===== src/hdl/uart_consts.svh =====
/*
 * UART widths, control register bit positions and word addresses.
 * Included by the package and by every module that needs a constant.
 */
`ifndef UART_CONSTS_SVH
`define UART_CONSTS_SVH

`define UART_DATA_W    8   // character width
`define UART_BAUD_W    10  // baud divisor width
`define UART_PRSC_W    3   // prescaler select width
`define UART_CLKGEN_W  8   // clkgen strobe taps
`define UART_BUS_W     32  // bus data width
`define UART_TX_BITS   11  // start + 8 data + stop + pause
`define UART_RX_BITS   10  // start + 8 data + stop

// word addresses, addr_i[3:2]
`define UART_ADDR_CTRL 0
`define UART_ADDR_DATA 1

// --------------------
// control / status bit positions, bit 1 reserved
`define UART_BIT_EN             0
`define UART_BIT_HWFC           2
`define UART_BIT_PRSC           3   // lsb of prescaler select
`define UART_BIT_BAUD           6   // lsb of baud divisor
`define UART_BIT_RX_NEMPTY      16
`define UART_BIT_RX_HALF        17
`define UART_BIT_RX_FULL        18
`define UART_BIT_TX_EMPTY       19
`define UART_BIT_TX_NHALF       20
`define UART_BIT_TX_FULL        21
`define UART_BIT_IRQ_RX_NEMPTY  22
`define UART_BIT_IRQ_RX_HALF    23
`define UART_BIT_IRQ_RX_FULL    24
`define UART_BIT_IRQ_TX_EMPTY   25
`define UART_BIT_IRQ_TX_NHALF   26
`define UART_BIT_RX_OVER        30
`define UART_BIT_TX_BUSY        31

`endif


===== src/hdl/uart_pkg.sv =====
/*
 * Shared types of the UART: payload vectors and the engine state encodings.
 */
`include "uart_consts.svh"

package uart_pkg;

    typedef logic [`UART_DATA_W-1:0] uart_byte_t;  // one character
    typedef logic [`UART_BAUD_W-1:0] baud_t;       // divisor or bit-time count
    typedef logic [`UART_PRSC_W-1:0] prsc_t;       // clkgen tap select
    typedef logic [`UART_BUS_W-1:0]  bus_word_t;   // host data word
    typedef logic [3:0]              bitcnt_t;     // bits left in a frame

    typedef enum logic [1:0] {
        TX_OFF,
        TX_IDLE,
        TX_PREPARE,
        TX_SEND
    } tx_state_e;

    typedef enum logic [1:0] {
        RX_OFF,
        RX_IDLE,
        RX_RECEIVE
    } rx_state_e;

endpackage


===== src/hdl/uart_rx.sv =====
/*
 * Receive engine. Synchronizes rxd, waits for a start bit and samples
 * each bit mid-way; done_o pulses once per received frame.
 */
`timescale 1ns/1ns
`include "uart_consts.svh"

module uart_rx (
    input  logic               clk_i,
    input  logic               rstn_i,
    input  logic               enable_i,     // engine on
    input  logic               baud_tick_i,  // prescaled strobe
    input  uart_pkg::baud_t    baud_i,       // bit time - 1
    input  logic               rxd_i,        // serial line, async
    output uart_pkg::uart_byte_t data_o,
    output logic               done_o        // frame received
);
    import uart_pkg::*;

    rx_state_e                  state;
    logic [2:0]                 sync;      // [2] first stage, [1:0] edge pair
    baud_t                      baud_cnt;
    bitcnt_t                    bit_cnt;
    logic [`UART_RX_BITS-1:0]   sreg;      // stop, data, start

    // --------------------
    always_ff @(posedge clk_i or negedge rstn_i) begin
        if (!rstn_i) begin
            state    <= RX_OFF;
            sync     <= '1;                          // line idles high
            baud_cnt <= '0;
            bit_cnt  <= '0;
            done_o   <= 1'b0;
        end else begin
            sync[2] <= rxd_i;
            if (baud_tick_i) begin                   // slow stages filter glitches
                sync[1] <= sync[2];
                sync[0] <= sync[1];
            end
            done_o <= 1'b0;

            if (!enable_i) begin
                state <= RX_OFF;
            end else begin
                case (state)
                    RX_IDLE: begin
                        baud_cnt <= baud_i >> 1;     // half bit, sample mid-bit
                        bit_cnt  <= bitcnt_t'(`UART_RX_BITS);
                        if (sync[1:0] == 2'b01) begin // falling edge = start bit
                            state <= RX_RECEIVE;
                        end
                    end
                    RX_RECEIVE: begin
                        if (baud_tick_i) begin
                            if (baud_cnt == '0) begin    // sample point
                                baud_cnt <= baud_i;
                                bit_cnt  <= bit_cnt - 1'b1;
                                sreg     <= {sync[2], sreg[`UART_RX_BITS-1:1]};
                            end else begin
                                baud_cnt <= baud_cnt - 1'b1;
                            end
                        end
                        if (bit_cnt == '0) begin         // all bits in
                            done_o <= 1'b1;
                            state  <= RX_IDLE;
                        end
                    end
                    default: state <= RX_IDLE;           // leaving OFF
                endcase
            end
        end
    end

    assign data_o = sreg[`UART_DATA_W:1];  // drop start and stop bits

endmodule


===== src/hdl/uart_fifo.sv =====
/*
 * Byte FIFO with registered read data. DEPTH must be a power of two, at
 * least 2. Writes when full and reads when empty are ignored.
 */
`timescale 1ns/1ns

module uart_fifo #(
    parameter int DEPTH = 4
) (
    input  logic                 clk_i,
    input  logic                 rstn_i,
    input  logic                 clear_i,   // sync flush
    input  logic                 we_i,
    input  logic                 re_i,
    input  uart_pkg::uart_byte_t wdata_i,
    output uart_pkg::uart_byte_t rdata_o,   // head entry, one cycle late
    output logic                 free_o,    // not full
    output logic                 avail_o,   // not empty
    output logic                 half_o     // at least DEPTH/2 held
);
    import uart_pkg::*;

    localparam int AW = $clog2(DEPTH);

    uart_byte_t  mem [DEPTH];
    logic [AW:0] wr_ptr, rd_ptr;   // extra msb tells full from empty
    logic [AW:0] level;
    logic        full, empty;

    assign full    = (wr_ptr[AW] != rd_ptr[AW]) && (wr_ptr[AW-1:0] == rd_ptr[AW-1:0]);
    assign empty   = (wr_ptr == rd_ptr);
    assign level   = wr_ptr - rd_ptr;
    assign free_o  = ~full;
    assign avail_o = ~empty;
    assign half_o  = (level >= (AW+1)'(DEPTH/2));

    always_ff @(posedge clk_i or negedge rstn_i) begin
        if (!rstn_i) begin
            wr_ptr <= '0;
            rd_ptr <= '0;
        end else if (clear_i) begin
            wr_ptr <= '0;
            rd_ptr <= '0;
        end else begin
            if (we_i && !full) begin
                wr_ptr <= wr_ptr + 1'b1;
            end
            if (re_i && !empty) begin
                rd_ptr <= rd_ptr + 1'b1;
            end
        end
    end

    // storage and read port
    always_ff @(posedge clk_i) begin
        if (we_i && !full) begin
            mem[wr_ptr[AW-1:0]] <= wdata_i;
        end
        rdata_o <= mem[rd_ptr[AW-1:0]];
    end

endmodule


===== src/hdl/uart_regs.sv =====
/*
 * Register block: control word and data word decode, status readback,
 * interrupts, overrun flag, RTS and baud tick select. Writes ack after
 * one cycle, reads after two.
 */
`timescale 1ns/1ns
`include "uart_consts.svh"

module uart_regs (
    input  logic                       clk_i,
    input  logic                       rstn_i,
    input  logic [3:0]                 addr_i,       // byte address
    input  logic                       wren_i,
    input  logic                       rden_i,
    input  uart_pkg::bus_word_t        data_i,
    output uart_pkg::bus_word_t        data_o,
    output logic                       ack_o,
    input  logic [`UART_CLKGEN_W-1:0]  clkgen_i,
    output logic                       clkgen_en_o,
    output logic                       baud_tick_o,
    output uart_pkg::baud_t            baud_o,
    output logic                       enable_o,
    output logic                       fifo_clear_o,
    output logic                       tx_we_o,
    output uart_pkg::uart_byte_t       tx_wdata_o,
    input  logic                       tx_free_i,
    input  logic                       tx_avail_i,
    input  logic                       tx_half_i,
    input  logic                       tx_busy_i,
    output logic                       rx_re_o,
    input  uart_pkg::uart_byte_t       rx_rdata_i,
    input  logic                       rx_free_i,
    input  logic                       rx_avail_i,
    input  logic                       rx_half_i,
    input  logic                       rx_done_i,    // rx fifo write strobe
    output logic                       hwfc_en_o,
    output logic                       uart_rts_o,
    output logic                       irq_rx_o,
    output logic                       irq_tx_o
);
    import uart_pkg::*;

    logic       sel_ctrl, sel_data;
    logic       rden_ff, rd_ctrl_ff;   // read delayed for fifo latency
    logic       enable, hwfc_en;
    prsc_t      prsc;
    baud_t      baud;
    logic [4:0] irq_en;                // tx_nhalf .. rx_nempty
    logic       rx_over;

    assign sel_ctrl = (addr_i[3:2] == 2'(`UART_ADDR_CTRL));
    assign sel_data = (addr_i[3:2] == 2'(`UART_ADDR_DATA));

    // --------------------
    always_ff @(posedge clk_i or negedge rstn_i) begin
        if (!rstn_i) begin
            enable  <= 1'b0;
            hwfc_en <= 1'b0;
            prsc    <= '0;
            baud    <= '0;
            irq_en  <= '0;
        end else if (wren_i && sel_ctrl) begin
            enable  <= data_i[`UART_BIT_EN];
            hwfc_en <= data_i[`UART_BIT_HWFC];
            prsc    <= data_i[`UART_BIT_PRSC +: `UART_PRSC_W];
            baud    <= data_i[`UART_BIT_BAUD +: `UART_BAUD_W];
            irq_en  <= data_i[`UART_BIT_IRQ_RX_NEMPTY +: 5];
        end
    end

    // readback, one cycle after the fifo has its head registered
    always_ff @(posedge clk_i or negedge rstn_i) begin
        if (!rstn_i) begin
            rden_ff    <= 1'b0;
            rd_ctrl_ff <= 1'b0;
            ack_o      <= 1'b0;
            data_o     <= '0;
        end else begin
            rden_ff    <= rden_i;
            rd_ctrl_ff <= sel_ctrl;
            ack_o      <= wren_i | rden_ff;
            data_o     <= '0;
            if (rden_ff && rd_ctrl_ff) begin
                data_o[`UART_BIT_EN]                       <= enable;
                data_o[`UART_BIT_HWFC]                     <= hwfc_en;
                data_o[`UART_BIT_PRSC +: `UART_PRSC_W]     <= prsc;
                data_o[`UART_BIT_BAUD +: `UART_BAUD_W]     <= baud;
                data_o[`UART_BIT_RX_NEMPTY]                <= rx_avail_i;
                data_o[`UART_BIT_RX_HALF]                  <= rx_half_i;
                data_o[`UART_BIT_RX_FULL]                  <= ~rx_free_i;
                data_o[`UART_BIT_TX_EMPTY]                 <= ~tx_avail_i;
                data_o[`UART_BIT_TX_NHALF]                 <= ~tx_half_i;
                data_o[`UART_BIT_TX_FULL]                  <= ~tx_free_i;
                data_o[`UART_BIT_IRQ_RX_NEMPTY +: 5]       <= irq_en;
                data_o[`UART_BIT_RX_OVER]                  <= rx_over;
                data_o[`UART_BIT_TX_BUSY]                  <= tx_busy_i | tx_avail_i;
            end else if (rden_ff) begin
                data_o[`UART_DATA_W-1:0] <= rx_rdata_i;        // data word
            end
        end
    end

    // --------------------
    // irqs, overrun and rts, all one cycle behind their condition
    always_ff @(posedge clk_i or negedge rstn_i) begin
        if (!rstn_i) begin
            irq_rx_o   <= 1'b0;
            irq_tx_o   <= 1'b0;
            rx_over    <= 1'b0;
            uart_rts_o <= 1'b0;
        end else begin
            irq_rx_o <= enable & ((irq_en[0] & rx_avail_i) |
                                  (irq_en[1] & rx_half_i)  |
                                  (irq_en[2] & ~rx_free_i));
            irq_tx_o <= enable & ((irq_en[3] & ~tx_avail_i) |
                                  (irq_en[4] & ~tx_half_i));
            if (rx_re_o || !enable) begin
                rx_over <= 1'b0;                       // data read clears
            end else if (rx_done_i && !rx_free_i) begin
                rx_over <= 1'b1;                       // byte lost
            end
            uart_rts_o <= hwfc_en & (~enable | rx_half_i);  // high = stop sending
        end
    end

    assign tx_we_o      = wren_i & sel_data;
    assign tx_wdata_o   = data_i[`UART_DATA_W-1:0];
    assign rx_re_o      = rden_i & sel_data;           // pop in the request cycle
    assign clkgen_en_o  = enable;
    assign enable_o     = enable;
    assign fifo_clear_o = ~enable;
    assign hwfc_en_o    = hwfc_en;
    assign baud_o       = baud;
    assign baud_tick_o  = clkgen_i[prsc];

endmodule


===== src/hdl/uart_tx.sv =====
/*
 * Transmit engine. Pops one byte from the TX FIFO, waits for CTS when
 * flow control is on, then sends start, data, stop and a pause bit.
 */
`timescale 1ns/1ns
`include "uart_consts.svh"

module uart_tx (
    input  logic                 clk_i,
    input  logic                 rstn_i,
    input  logic                 enable_i,
    input  logic                 baud_tick_i,
    input  uart_pkg::baud_t      baud_i,
    input  logic                 hwfc_en_i,
    input  logic                 cts_i,          // low = peer ready
    input  logic                 fifo_avail_i,
    input  uart_pkg::uart_byte_t fifo_rdata_i,   // valid one cycle after the pop
    output logic                 fifo_re_o,
    output logic                 busy_o,
    output logic                 txd_o
);
    import uart_pkg::*;

    tx_state_e                state;
    logic [1:0]               cts_sync;
    logic                     pop_q;      // popped byte on fifo_rdata_i now
    baud_t                    baud_cnt;
    bitcnt_t                  bit_cnt;
    logic [`UART_DATA_W:0]    sreg;       // data and start bit

    // --------------------
    always_ff @(posedge clk_i or negedge rstn_i) begin
        if (!rstn_i) begin
            state    <= TX_OFF;
            cts_sync <= 2'b11;                           // not clear to send
            pop_q    <= 1'b0;
            baud_cnt <= '0;
            bit_cnt  <= '0;
        end else begin
            cts_sync <= {cts_sync[0], cts_i};
            pop_q    <= fifo_re_o;
            if (!enable_i) begin
                state <= TX_OFF;
            end else begin
                case (state)
                    TX_IDLE: begin
                        baud_cnt <= baud_i;
                        bit_cnt  <= bitcnt_t'(`UART_TX_BITS);
                        if (fifo_avail_i) begin
                            state <= TX_PREPARE;          // pop issued this cycle
                        end
                    end
                    TX_PREPARE: begin
                        if (!cts_sync[1] || !hwfc_en_i) begin
                            state <= TX_SEND;
                        end
                    end
                    TX_SEND: begin
                        if (baud_tick_i) begin
                            if (baud_cnt == '0) begin     // bit time over
                                baud_cnt <= baud_i;
                                bit_cnt  <= bit_cnt - 1'b1;
                            end else begin
                                baud_cnt <= baud_cnt - 1'b1;
                            end
                        end
                        if (bit_cnt == '0) begin
                            state <= TX_IDLE;
                        end
                    end
                    default: state <= TX_IDLE;            // leaving OFF
                endcase
            end
        end
    end

    // ones shifted in give the stop and pause bits
    always_ff @(posedge clk_i) begin
        if (pop_q) begin
            sreg <= {fifo_rdata_i, 1'b0};                 // first PREPARE cycle only
        end else if (state == TX_SEND && baud_tick_i && baud_cnt == '0) begin
            sreg <= {1'b1, sreg[`UART_DATA_W:1]};
        end
    end

    assign fifo_re_o = (state == TX_IDLE) & fifo_avail_i;
    assign busy_o    = (state == TX_PREPARE) | (state == TX_SEND);
    assign txd_o     = (state == TX_SEND) ? sreg[0] : 1'b1;   // lsb first

endmodule


===== src/hdl/uart_top.sv =====
/*
 * UART top level. Receive engine, RX and TX FIFOs, register block and
 * transmit engine along the serial path.
 */
`timescale 1ns/1ns
`include "uart_consts.svh"

module uart_top #(
    parameter int RX_FIFO_DEPTH = 4,   // power of two, min 2
    parameter int TX_FIFO_DEPTH = 4
) (
    input  logic                      clk_i,
    input  logic                      rstn_i,
    input  logic [3:0]                addr_i,
    input  logic                      rden_i,
    input  logic                      wren_i,
    input  uart_pkg::bus_word_t       data_i,
    output uart_pkg::bus_word_t       data_o,
    output logic                      ack_o,
    output logic                      clkgen_en_o,
    input  logic [`UART_CLKGEN_W-1:0] clkgen_i,
    output logic                      uart_txd_o,
    input  logic                      uart_rxd_i,
    output logic                      uart_rts_o,
    input  logic                      uart_cts_i,
    output logic                      irq_rx_o,
    output logic                      irq_tx_o
);
    import uart_pkg::*;

    logic       baud_tick, enable, fifo_clear, hwfc_en;
    baud_t      baud;
    uart_byte_t rx_data, rx_rdata, tx_wdata, tx_rdata;
    logic       rx_done, rx_re, rx_free, rx_avail, rx_half;
    logic       tx_we, tx_re, tx_free, tx_avail, tx_half, tx_busy;

    // --------------------
    // input side
    uart_rx u_rx (
        .clk_i(clk_i), .rstn_i(rstn_i),
        .enable_i(enable), .baud_tick_i(baud_tick), .baud_i(baud),
        .rxd_i(uart_rxd_i), .data_o(rx_data), .done_o(rx_done)
    );

    uart_fifo #(.DEPTH(RX_FIFO_DEPTH)) u_rx_fifo (
        .clk_i(clk_i), .rstn_i(rstn_i), .clear_i(fifo_clear),
        .we_i(rx_done), .re_i(rx_re), .wdata_i(rx_data), .rdata_o(rx_rdata),
        .free_o(rx_free), .avail_o(rx_avail), .half_o(rx_half)
    );

    uart_regs u_regs (
        .clk_i(clk_i), .rstn_i(rstn_i),
        .addr_i(addr_i), .wren_i(wren_i), .rden_i(rden_i),
        .data_i(data_i), .data_o(data_o), .ack_o(ack_o),
        .clkgen_i(clkgen_i), .clkgen_en_o(clkgen_en_o), .baud_tick_o(baud_tick),
        .baud_o(baud), .enable_o(enable), .fifo_clear_o(fifo_clear),
        .tx_we_o(tx_we), .tx_wdata_o(tx_wdata), .tx_free_i(tx_free),
        .tx_avail_i(tx_avail), .tx_half_i(tx_half), .tx_busy_i(tx_busy),
        .rx_re_o(rx_re), .rx_rdata_i(rx_rdata), .rx_free_i(rx_free),
        .rx_avail_i(rx_avail), .rx_half_i(rx_half), .rx_done_i(rx_done),
        .hwfc_en_o(hwfc_en), .uart_rts_o(uart_rts_o),
        .irq_rx_o(irq_rx_o), .irq_tx_o(irq_tx_o)
    );

    // --------------------
    // output side
    uart_fifo #(.DEPTH(TX_FIFO_DEPTH)) u_tx_fifo (
        .clk_i(clk_i), .rstn_i(rstn_i), .clear_i(fifo_clear),
        .we_i(tx_we), .re_i(tx_re), .wdata_i(tx_wdata), .rdata_o(tx_rdata),
        .free_o(tx_free), .avail_o(tx_avail), .half_o(tx_half)
    );

    uart_tx u_tx (
        .clk_i(clk_i), .rstn_i(rstn_i),
        .enable_i(enable), .baud_tick_i(baud_tick), .baud_i(baud),
        .hwfc_en_i(hwfc_en), .cts_i(uart_cts_i),
        .fifo_avail_i(tx_avail), .fifo_rdata_i(tx_rdata),
        .fifo_re_o(tx_re), .busy_o(tx_busy), .txd_o(uart_txd_o)
    );

endmodule


===== config.mk =====
export PLATFORM = sky130hd
export DESIGN_NAME = uart_top
export DESIGN_NICKNAME = d
export VERILOG_FILES = /design/src/hdl/uart_pkg.sv /design/src/hdl/uart_rx.sv /design/src/hdl/uart_fifo.sv /design/src/hdl/uart_regs.sv /design/src/hdl/uart_tx.sv /design/src/hdl/uart_top.sv
export VERILOG_INCLUDE_DIRS = /design/src /design/src/hdl
export SDC_FILE = /design/constraint.sdc
export NUM_CORES = 1
export LEC_CHECK = 0
export BUFFER_PORTS_ARGS = -buffer_cell sky130_fd_sc_hd__buf_2
export CORE_MARGIN = 2
export CORE_UTILIZATION = 45
export DETAILED_ROUTE_END_ITERATION = 8
export HOLD_SLACK_MARGIN = 0.15
export MAX_ROUTING_LAYER = met4
export PLACE_DENSITY = 0.71
export SYNTH_ARGS = -nofsm -noshare
export SYNTH_HDL_FRONTEND = slang
export SYNTH_SLANG_ARGS = --single-unit

===== constraint.sdc =====
create_clock -name clk_i -period 3.6 [get_ports clk_i]
set_input_delay 0.36 -clock clk_i [delete_from_list [all_inputs] [get_ports clk_i]]
set_output_delay 0.36 -clock clk_i [all_outputs]
set_load 0.05 [all_outputs]

# [After elaboration in Yosys (flattened, before gate mapping)]
# Memory sizes are Yosys's and may differ from the RTL's. A register that Yosys moved wholly into a read port is not among the register bits.
# Cells that the tools add are included.
[word_totals] regBits=126 latchBits=0 ram_bits=64 rom_bits=0 in_bits=50 out_inout_bits=38 elab_cells=179 memories=2
[classes] n_addsub=10 multipliers=0 n_div=0 order_cmp=3 n_eq_ne=26 shifts=0 muxes=49 bitwise_logic=22 n_reduce_logical=36
[memory_table] name="u_rx_fifo.mem" depth=4 width=8 rd=1 rd_clocked_by_memory_dff=1 wr=1 line_no="uart_fifo.sv:25" rtl="uart_byte_t mem [DEPTH];"
[memory_table] name="u_tx_fifo.mem" depth=4 width=8 rd=1 rd_clocked_by_memory_dff=1 wr=1 line_no="uart_fifo.sv:25"
[op_table] cell="$mux W10" count=4
[op_table] cell="$pmux W10 S2" count=2
[op_table] cell="$mux W3" count=8
[op_table] cell="$logic_not A10 Y1" count=2
[op_table] cell="$sub A10 B1 Y10 const B" count=2
[op_table] cell="$mux W19" count=1
[op_table] cell="$mux W9" count=2
[op_table] cell="$mux W2" count=8
[op_table] cell="$mux W4" count=4
[op_table] cell="$pmux W4 S2" count=2
[op_table] cell="$mux W1" count=13
[op_table] cell="$add A3 B1 Y3 const B" count=4
[op_table] cell="$and A1 B1 Y1" count=11
[op_table] cell="$logic_and A1 B1 Y1" count=11
[op_table] cell="$ne A2 B1 Y1 const B" count=5
[op_table] cell="$ne A3 B3 Y1 const B" count=3
[op_table] cell="$reduce_and A3 Y1" count=3
[op_table] cell="$eq A2 B1 Y1 const B" count=4
[op_table] cell="$logic_not A4 Y1" count=2
[op_table] cell="$mux W8" count=1
[op_table] cell="$reduce_and A4 Y1" count=2
[op_table] cell="$reduce_bool A2 Y1" count=4
[op_table] cell="$sub A4 B1 Y4 const B" count=2
[op_table] cell="$logic_not A1 Y1" count=7
[op_table] cell="19 further kinds" count=39

# [Logic depth before layout (Yosys ltp)]
[depth] depth_word=6 mapped_depth=8 ltp_nobuf=7

# [Modules after synthesis]
# A second synthesis with hierarchy kept.
[hier_totals] cells_unflattened=692 area_unflattened_um2=9135.0
[by_module_without_submodules] mod="uart_regs" n_inst=1 cells_per_inst=153 area_per_inst_um2=2162.1 seq_area_each_um2=1401.3
[by_module_without_submodules] mod="uart_fifo at u_tx_fifo" n_inst=1 cells_per_inst=114 area_per_inst_um2=1891.8 seq_area_each_um2=1271.2
[by_module_without_submodules] mod="uart_fifo at u_rx_fifo" n_inst=1 cells_per_inst=113 area_per_inst_um2=1878.1 seq_area_each_um2=1271.2
[by_module_without_submodules] mod="uart_rx" n_inst=1 cells_per_inst=156 area_per_inst_um2=1615.3 seq_area_each_um2=774.5
[by_module_without_submodules] mod="uart_tx" n_inst=1 cells_per_inst=156 area_per_inst_um2=1587.8 seq_area_each_um2=738.2

# [Worst setup path before layout]
# Ideal clock, no wire load.
[synth_timing] path_kind="register to register" from="register u_rx.baud_cnt[0]" to="register u_rx.sreg[1] (enable)" setup_ns=0.374 arrival_time_ns=1.950 t_required_ns=3.226 setup_slack_ns=1.276 stages_incl_launch_ff=7 path_buffers=0 path_cell_list="dfrtp_1 inv_1 ha_1 or3b_4 nor3_4 nand3_1 nor2_1"
[synth_via] elab_chain_len=2
[synth_lines] item="start: declaration" line_no="uart_rx.sv:22" rtl="baud_t baud_cnt;"
[synth_lines] item="start signal: assignment" line_no="uart_rx.sv:47" rtl="baud_cnt <= baud_i >> 1;"
[synth_lines] item="start signal: assignment" line_no="uart_rx.sv:56" rtl="baud_cnt <= baud_i;"
[synth_lines] item="start signal: assignment" line_no="uart_rx.sv:60" rtl="baud_cnt <= baud_cnt - 1'b1;"
[synth_lines] item="$logic_not A10 Y1" line_no="uart_rx.sv:55" rtl="if (baud_cnt == '0) begin"
[synth_lines] item="$reduce_and A5 Y1 (no line)"
[synth_lines] item="end signal: assignment" line_no="uart_rx.sv:58" rtl="sreg <= {sync[2], sreg[`UART_RX_BITS-1:1]};"
[synth_lines] item="end: declaration" line_no="uart_rx.sv:24" rtl="logic [`UART_RX_BITS-1:0] sreg;"
# No other way between the ends.
# A chain may end at the register's enable or synchronous reset.

# [Worst setup path in the final report]
[layout_timing] from="register u_rx_fifo.rd_ptr[1]" to="memory u_rx_fifo.mem[2][0] in the netlist's numbering (enable)"
[layout_via] elab_chain_len=6
[layout_lines] item="start: declaration" line_no="uart_fifo.sv:26" rtl="logic [AW:0] wr_ptr, rd_ptr;"
[layout_lines] item="start signal: assignment" line_no="uart_fifo.sv:49" rtl="rd_ptr <= rd_ptr + 1'b1;"
[layout_lines] item="$eq A2 B2 Y1" line_no="uart_fifo.sv:30" rtl="assign full = (wr_ptr[AW] != rd_ptr[AW]) && (wr_ptr[AW-1:0] == rd_ptr[AW-1:0]);"
[layout_lines] item="$logic_and A1 B1 Y1" line_no="uart_fifo.sv:30"
[layout_lines] item="$logic_not A1 Y1" line_no="uart_fifo.sv:56" rtl="if (we_i && !full) begin"
[layout_lines] item="$logic_and A1 B1 Y1" line_no="uart_fifo.sv:56"
[layout_lines] item="$mux W1" line_no="uart_fifo.sv:56"
[layout_lines] item="$mux W1 (implied by the code)" line_no="uart_fifo.sv:57" rtl="mem[wr_ptr[AW-1:0]] <= wdata_i;"
[layout_lines] item="end: declaration" line_no="uart_fifo.sv:25"
# No other way between the ends.

==> impl_metrics.env <==
export IMPL_status="finished, final reports clean"
export IMPL_r2r_end="u_rx_fifo.mem[2][0]"
export IMPL_worstHoldEndpoint="u_regs.rx_over"
export IMPL_grt_ovfl_total=0
export IMPL_path_max_fanout=10
export IMPL_die_y_um=144
export IMPL_synthDistinctLibCells=81
export IMPL_drtIter0Drc=448
export IMPL_yosys_warnings=0
export IMPL_fillCellCount=1569
export IMPL_worstPathArrival_ps=2780
export IMPL_cap_viol_max_count=0
export IMPL_synth_commonest_cells="dfrtp_1, edfxtp_1, nor2_1"
export IMPL_post_layout_nonfiller_instances=1049
export IMPL_place_gp_congestion=0.889
export IMPL_final_period_utilization=0.730
export IMPL_htreeDepth=1
export IMPL_clock_latency_ps=510
export IMPL_rsz0062_at_grt="no"
export IMPL_grt_max_degree=43
export IMPL_start_util=0.455
export IMPL_cp_end_kind="register"
export IMPL_grt_pass1_vias=6135
export IMPL_r2r_worst_path_cells=5
export IMPL_placed_area_mm2=0.00940
export IMPL_wire_per_inst_um=18.3
export IMPL_drive_gt1_frac=0.237
export IMPL_syn_area_per_cell_um2=13.4
export IMPL_post_route_util=0.546
export IMPL_pwr_share_seq=0.445
export IMPL_start_kind="register"
export IMPL_core_area_mm2=0.0193
export IMPL_period_needed_ps=2630
export IMPL_stdcell_area_mm2=0.0105
export IMPL_ios=88
export IMPL_hold_start="addr_i[3]"
export IMPL_combPwrFrac=0.168
export IMPL_clk_pin_slew_ps=60
export IMPL_synth_edff_count=81
export IMPL_leakage_nw=4.32
export IMPL_power_switching_mw=1.87
export IMPL_die_w_um=144
export IMPL_tightest_slew_ps=949
export IMPL_clkPwrFrac=0.387
export IMPL_n_antenna_cell=0
export IMPL_firstDrtPassIters=5
export IMPL_rrSetupSlack_ps=970
export IMPL_async_flop_share=0.522
export IMPL_finalHoldViolations=0
export IMPL_swShare=0.288
export IMPL_syn_cell_area_mm2=0.00877
export IMPL_setup_viol=0
export IMPL_ys_seq_elements=205
export IMPL_clock_skew_final_ps=14.5
export IMPL_clockRootBuffer="clkbuf_16"
export IMPL_hold_class="primary input to register"
export IMPL_clkSinkCount=205
export IMPL_drc_errors=0
export IMPL_grt_usage=0.198
export IMPL_p_int_mw=4.64
export IMPL_grt_pass1_wl_um=31100
export IMPL_antenna_found_initial=0
export IMPL_required_ps=3750
export IMPL_holdPathStages=4
export IMPL_ant_nets=0
export IMPL_nets=843
export IMPL_dp_hpwl_um=12700
export IMPL_cts_tree="done"
export IMPL_clockBufferDepth=3
export IMPL_ys_top_cells_by_area="dfrtp_1, edfxtp_1, mux4_2, dfxtp_1, ha_1"
export IMPL_dp_cells=977
export IMPL_crit_type="register to register"
export IMPL_route_vias_total=5748
export IMPL_maxSlewViolCount=0
export IMPL_postSynthCellCount=657
export IMPL_numPortBuffers=71
export IMPL_ff_latch_area_mm2=0.00546
export IMPL_ys_flop_type="dfrtp_1"
export IMPL_cts_buffers=24
export IMPL_cts_resized=0
export IMPL_whs_ps=241
export IMPL_peakVddDrop_uv=440
export IMPL_wl_um=19200
export IMPL_synth_top_area_cell="dfrtp_1"
export IMPL_die_area_mm2=0.0206
export IMPL_ys_seq_area_frac=0.622
export IMPL_multi_input_area_mm2=0.00307
export IMPL_max_freq_mhz=381
export IMPL_power_density_mw_per_mm2=620
export IMPL_via_per_inst=5.48
export IMPL_slew_limit_headroom=0.367
export IMPL_yosysTopAreaCellShare=0.291
export IMPL_r2r_start="u_rx_fifo.rd_ptr[1]"
export IMPL_yosys_cell_count_top_type="dfrtp_1"
export IMPL_area_growth_pct=19.9
export IMPL_timing_setup_tns_ps=0
export IMPL_num_rows=51
## state kept, by name, summed over array words and instances, names as in the netlist, 5 cells and up
register / cells
u_rx_fifo.mem: 32
u_tx_fifo.mem: 32
u_regs.data_o: 29
u_regs.baud_o: 10
u_rx.baud_cnt: 10
u_tx.baud_cnt: 10
u_rx.sreg: 9
u_tx.sreg: 9
u_rx_fifo.rdata_o: 8
u_tx_fifo.rdata_o: 8
u_regs.irq_en: 5
## power groups by stage
stage | clock (mW) | sequential, mW | combinational, mW
after floorplan | 0 | 2.92 | 0.757
after global placement | 0 | 2.92 | 1.02
after detailed placement | 0 | 2.93 | 1.06
after CTS | 2.57 | 2.89 | 1.09
after global routing | 2.67 | 2.93 | 1.21
final | 2.53 | 2.90 | 1.10
## worst max path at each step
stage	start	end	slack, ps	cells after the start
global placement	u_rx_fifo.rd_ptr[1]	u_rx_fifo.mem[3][5]	1030	5
global route	u_rx_fifo.rd_ptr[1]	u_rx_fifo.mem[2][0]	770	5
CTS	u_rx_fifo.rd_ptr[1]	u_rx_fifo.mem[3][1]	940	5
floorplan	u_rx.baud_cnt[0]	u_rx.sreg[1]	1280	6
detailed placement	u_rx_fifo.rd_ptr[1]	u_rx_fifo.mem[3][2]	940	5
finish	u_rx_fifo.rd_ptr[1]	u_rx_fifo.mem[2][0]	970	5
## metrics by stage
step | worst slack [ps] | power (mW)
floorplan | 1280 | 3.67
global placement | 1030 | 3.94
detailed placement | 940 | 3.99
CTS | 939 | 6.55
global route | 772 | 6.81
finish | 974 | 6.52
## placed cells by master, fill, tap and decap left out, types with 5 or more instances in the layout
| cell | n |
|---|---|
| mux2i_1 | 13 |
| clkbuf_16 | 25 |
| xnor2_1 | 8 |
| nor2b_1 | 9 |
| dlygate4sd3_1 | 28 |
| dfxtp_1 | 17 |
| o21ai_0 | 31 |
| o31ai_1 | 7 |
| dfstp_2 | 5 |
| buf_2 | 70 |
| inv_1 | 30 |
| nor3_1 | 11 |
| a22o_1 | 7 |
| a31oi_1 | 6 |
| or2_2 | 5 |
| ha_1 | 25 |
| mux4_2 | 16 |
| xor2_1 | 6 |
| buf_4 | 11 |
| dfrtp_1 | 102 |
| nand3_1 | 17 |
| edfxtp_1 | 81 |
| clkinv_1 | 5 |
| and2_1 | 12 |
| mux2_2 | 22 |
| and3_1 | 15 |
| a21oi_1 | 19 |
| nand2_1 | 31 |
| nor2_1 | 47 |
## worst max-delay path: stages (launching register included)
cell and delay [ps]:
dfrtp_1 620, inv_1 170, ha_1 340, and2_1 190
a21boi_1 430, and2_1 510
## per-layer routing
layer	vias up	part of all wire	global-route usage
met5	-	0	-
met4	0	0.035	0.0836
met3	57	0.052	0.0337
met2	181	0.49	0.326
met1	2893	0.42	0.245
li1	2617	-	-
## layout make-up
class                      instances  share of cell area
sequential                       205               0.519
multi-input combinational        395               0.292
timing repair buffer             109              0.0678
clock buffer                      29              0.0609
tap                              265              0.0315
clock inverter                    15              0.0186
inverter                          31              0.0111
## repair_timing
| item | in CTS | in global routing |
|---|---|---|
| endpoints found under the hold margin | 82 | 0 |
| hold buffers | 28 | 0 |
| buffers inserted | 0 | 0 |
| setup endpoints to repair | 0 | 0 |
## cell families after synthesis
kind of cell	share of synthesized area
fa+ha+maj	0.0402
simple gates	0.110
mux	0.0842
compound gates	0.100
other cells	0.000427
xor+xnor	0.0140
buf+inv	0.0292
flops	0.622
(Power assumes the default switching activity.)
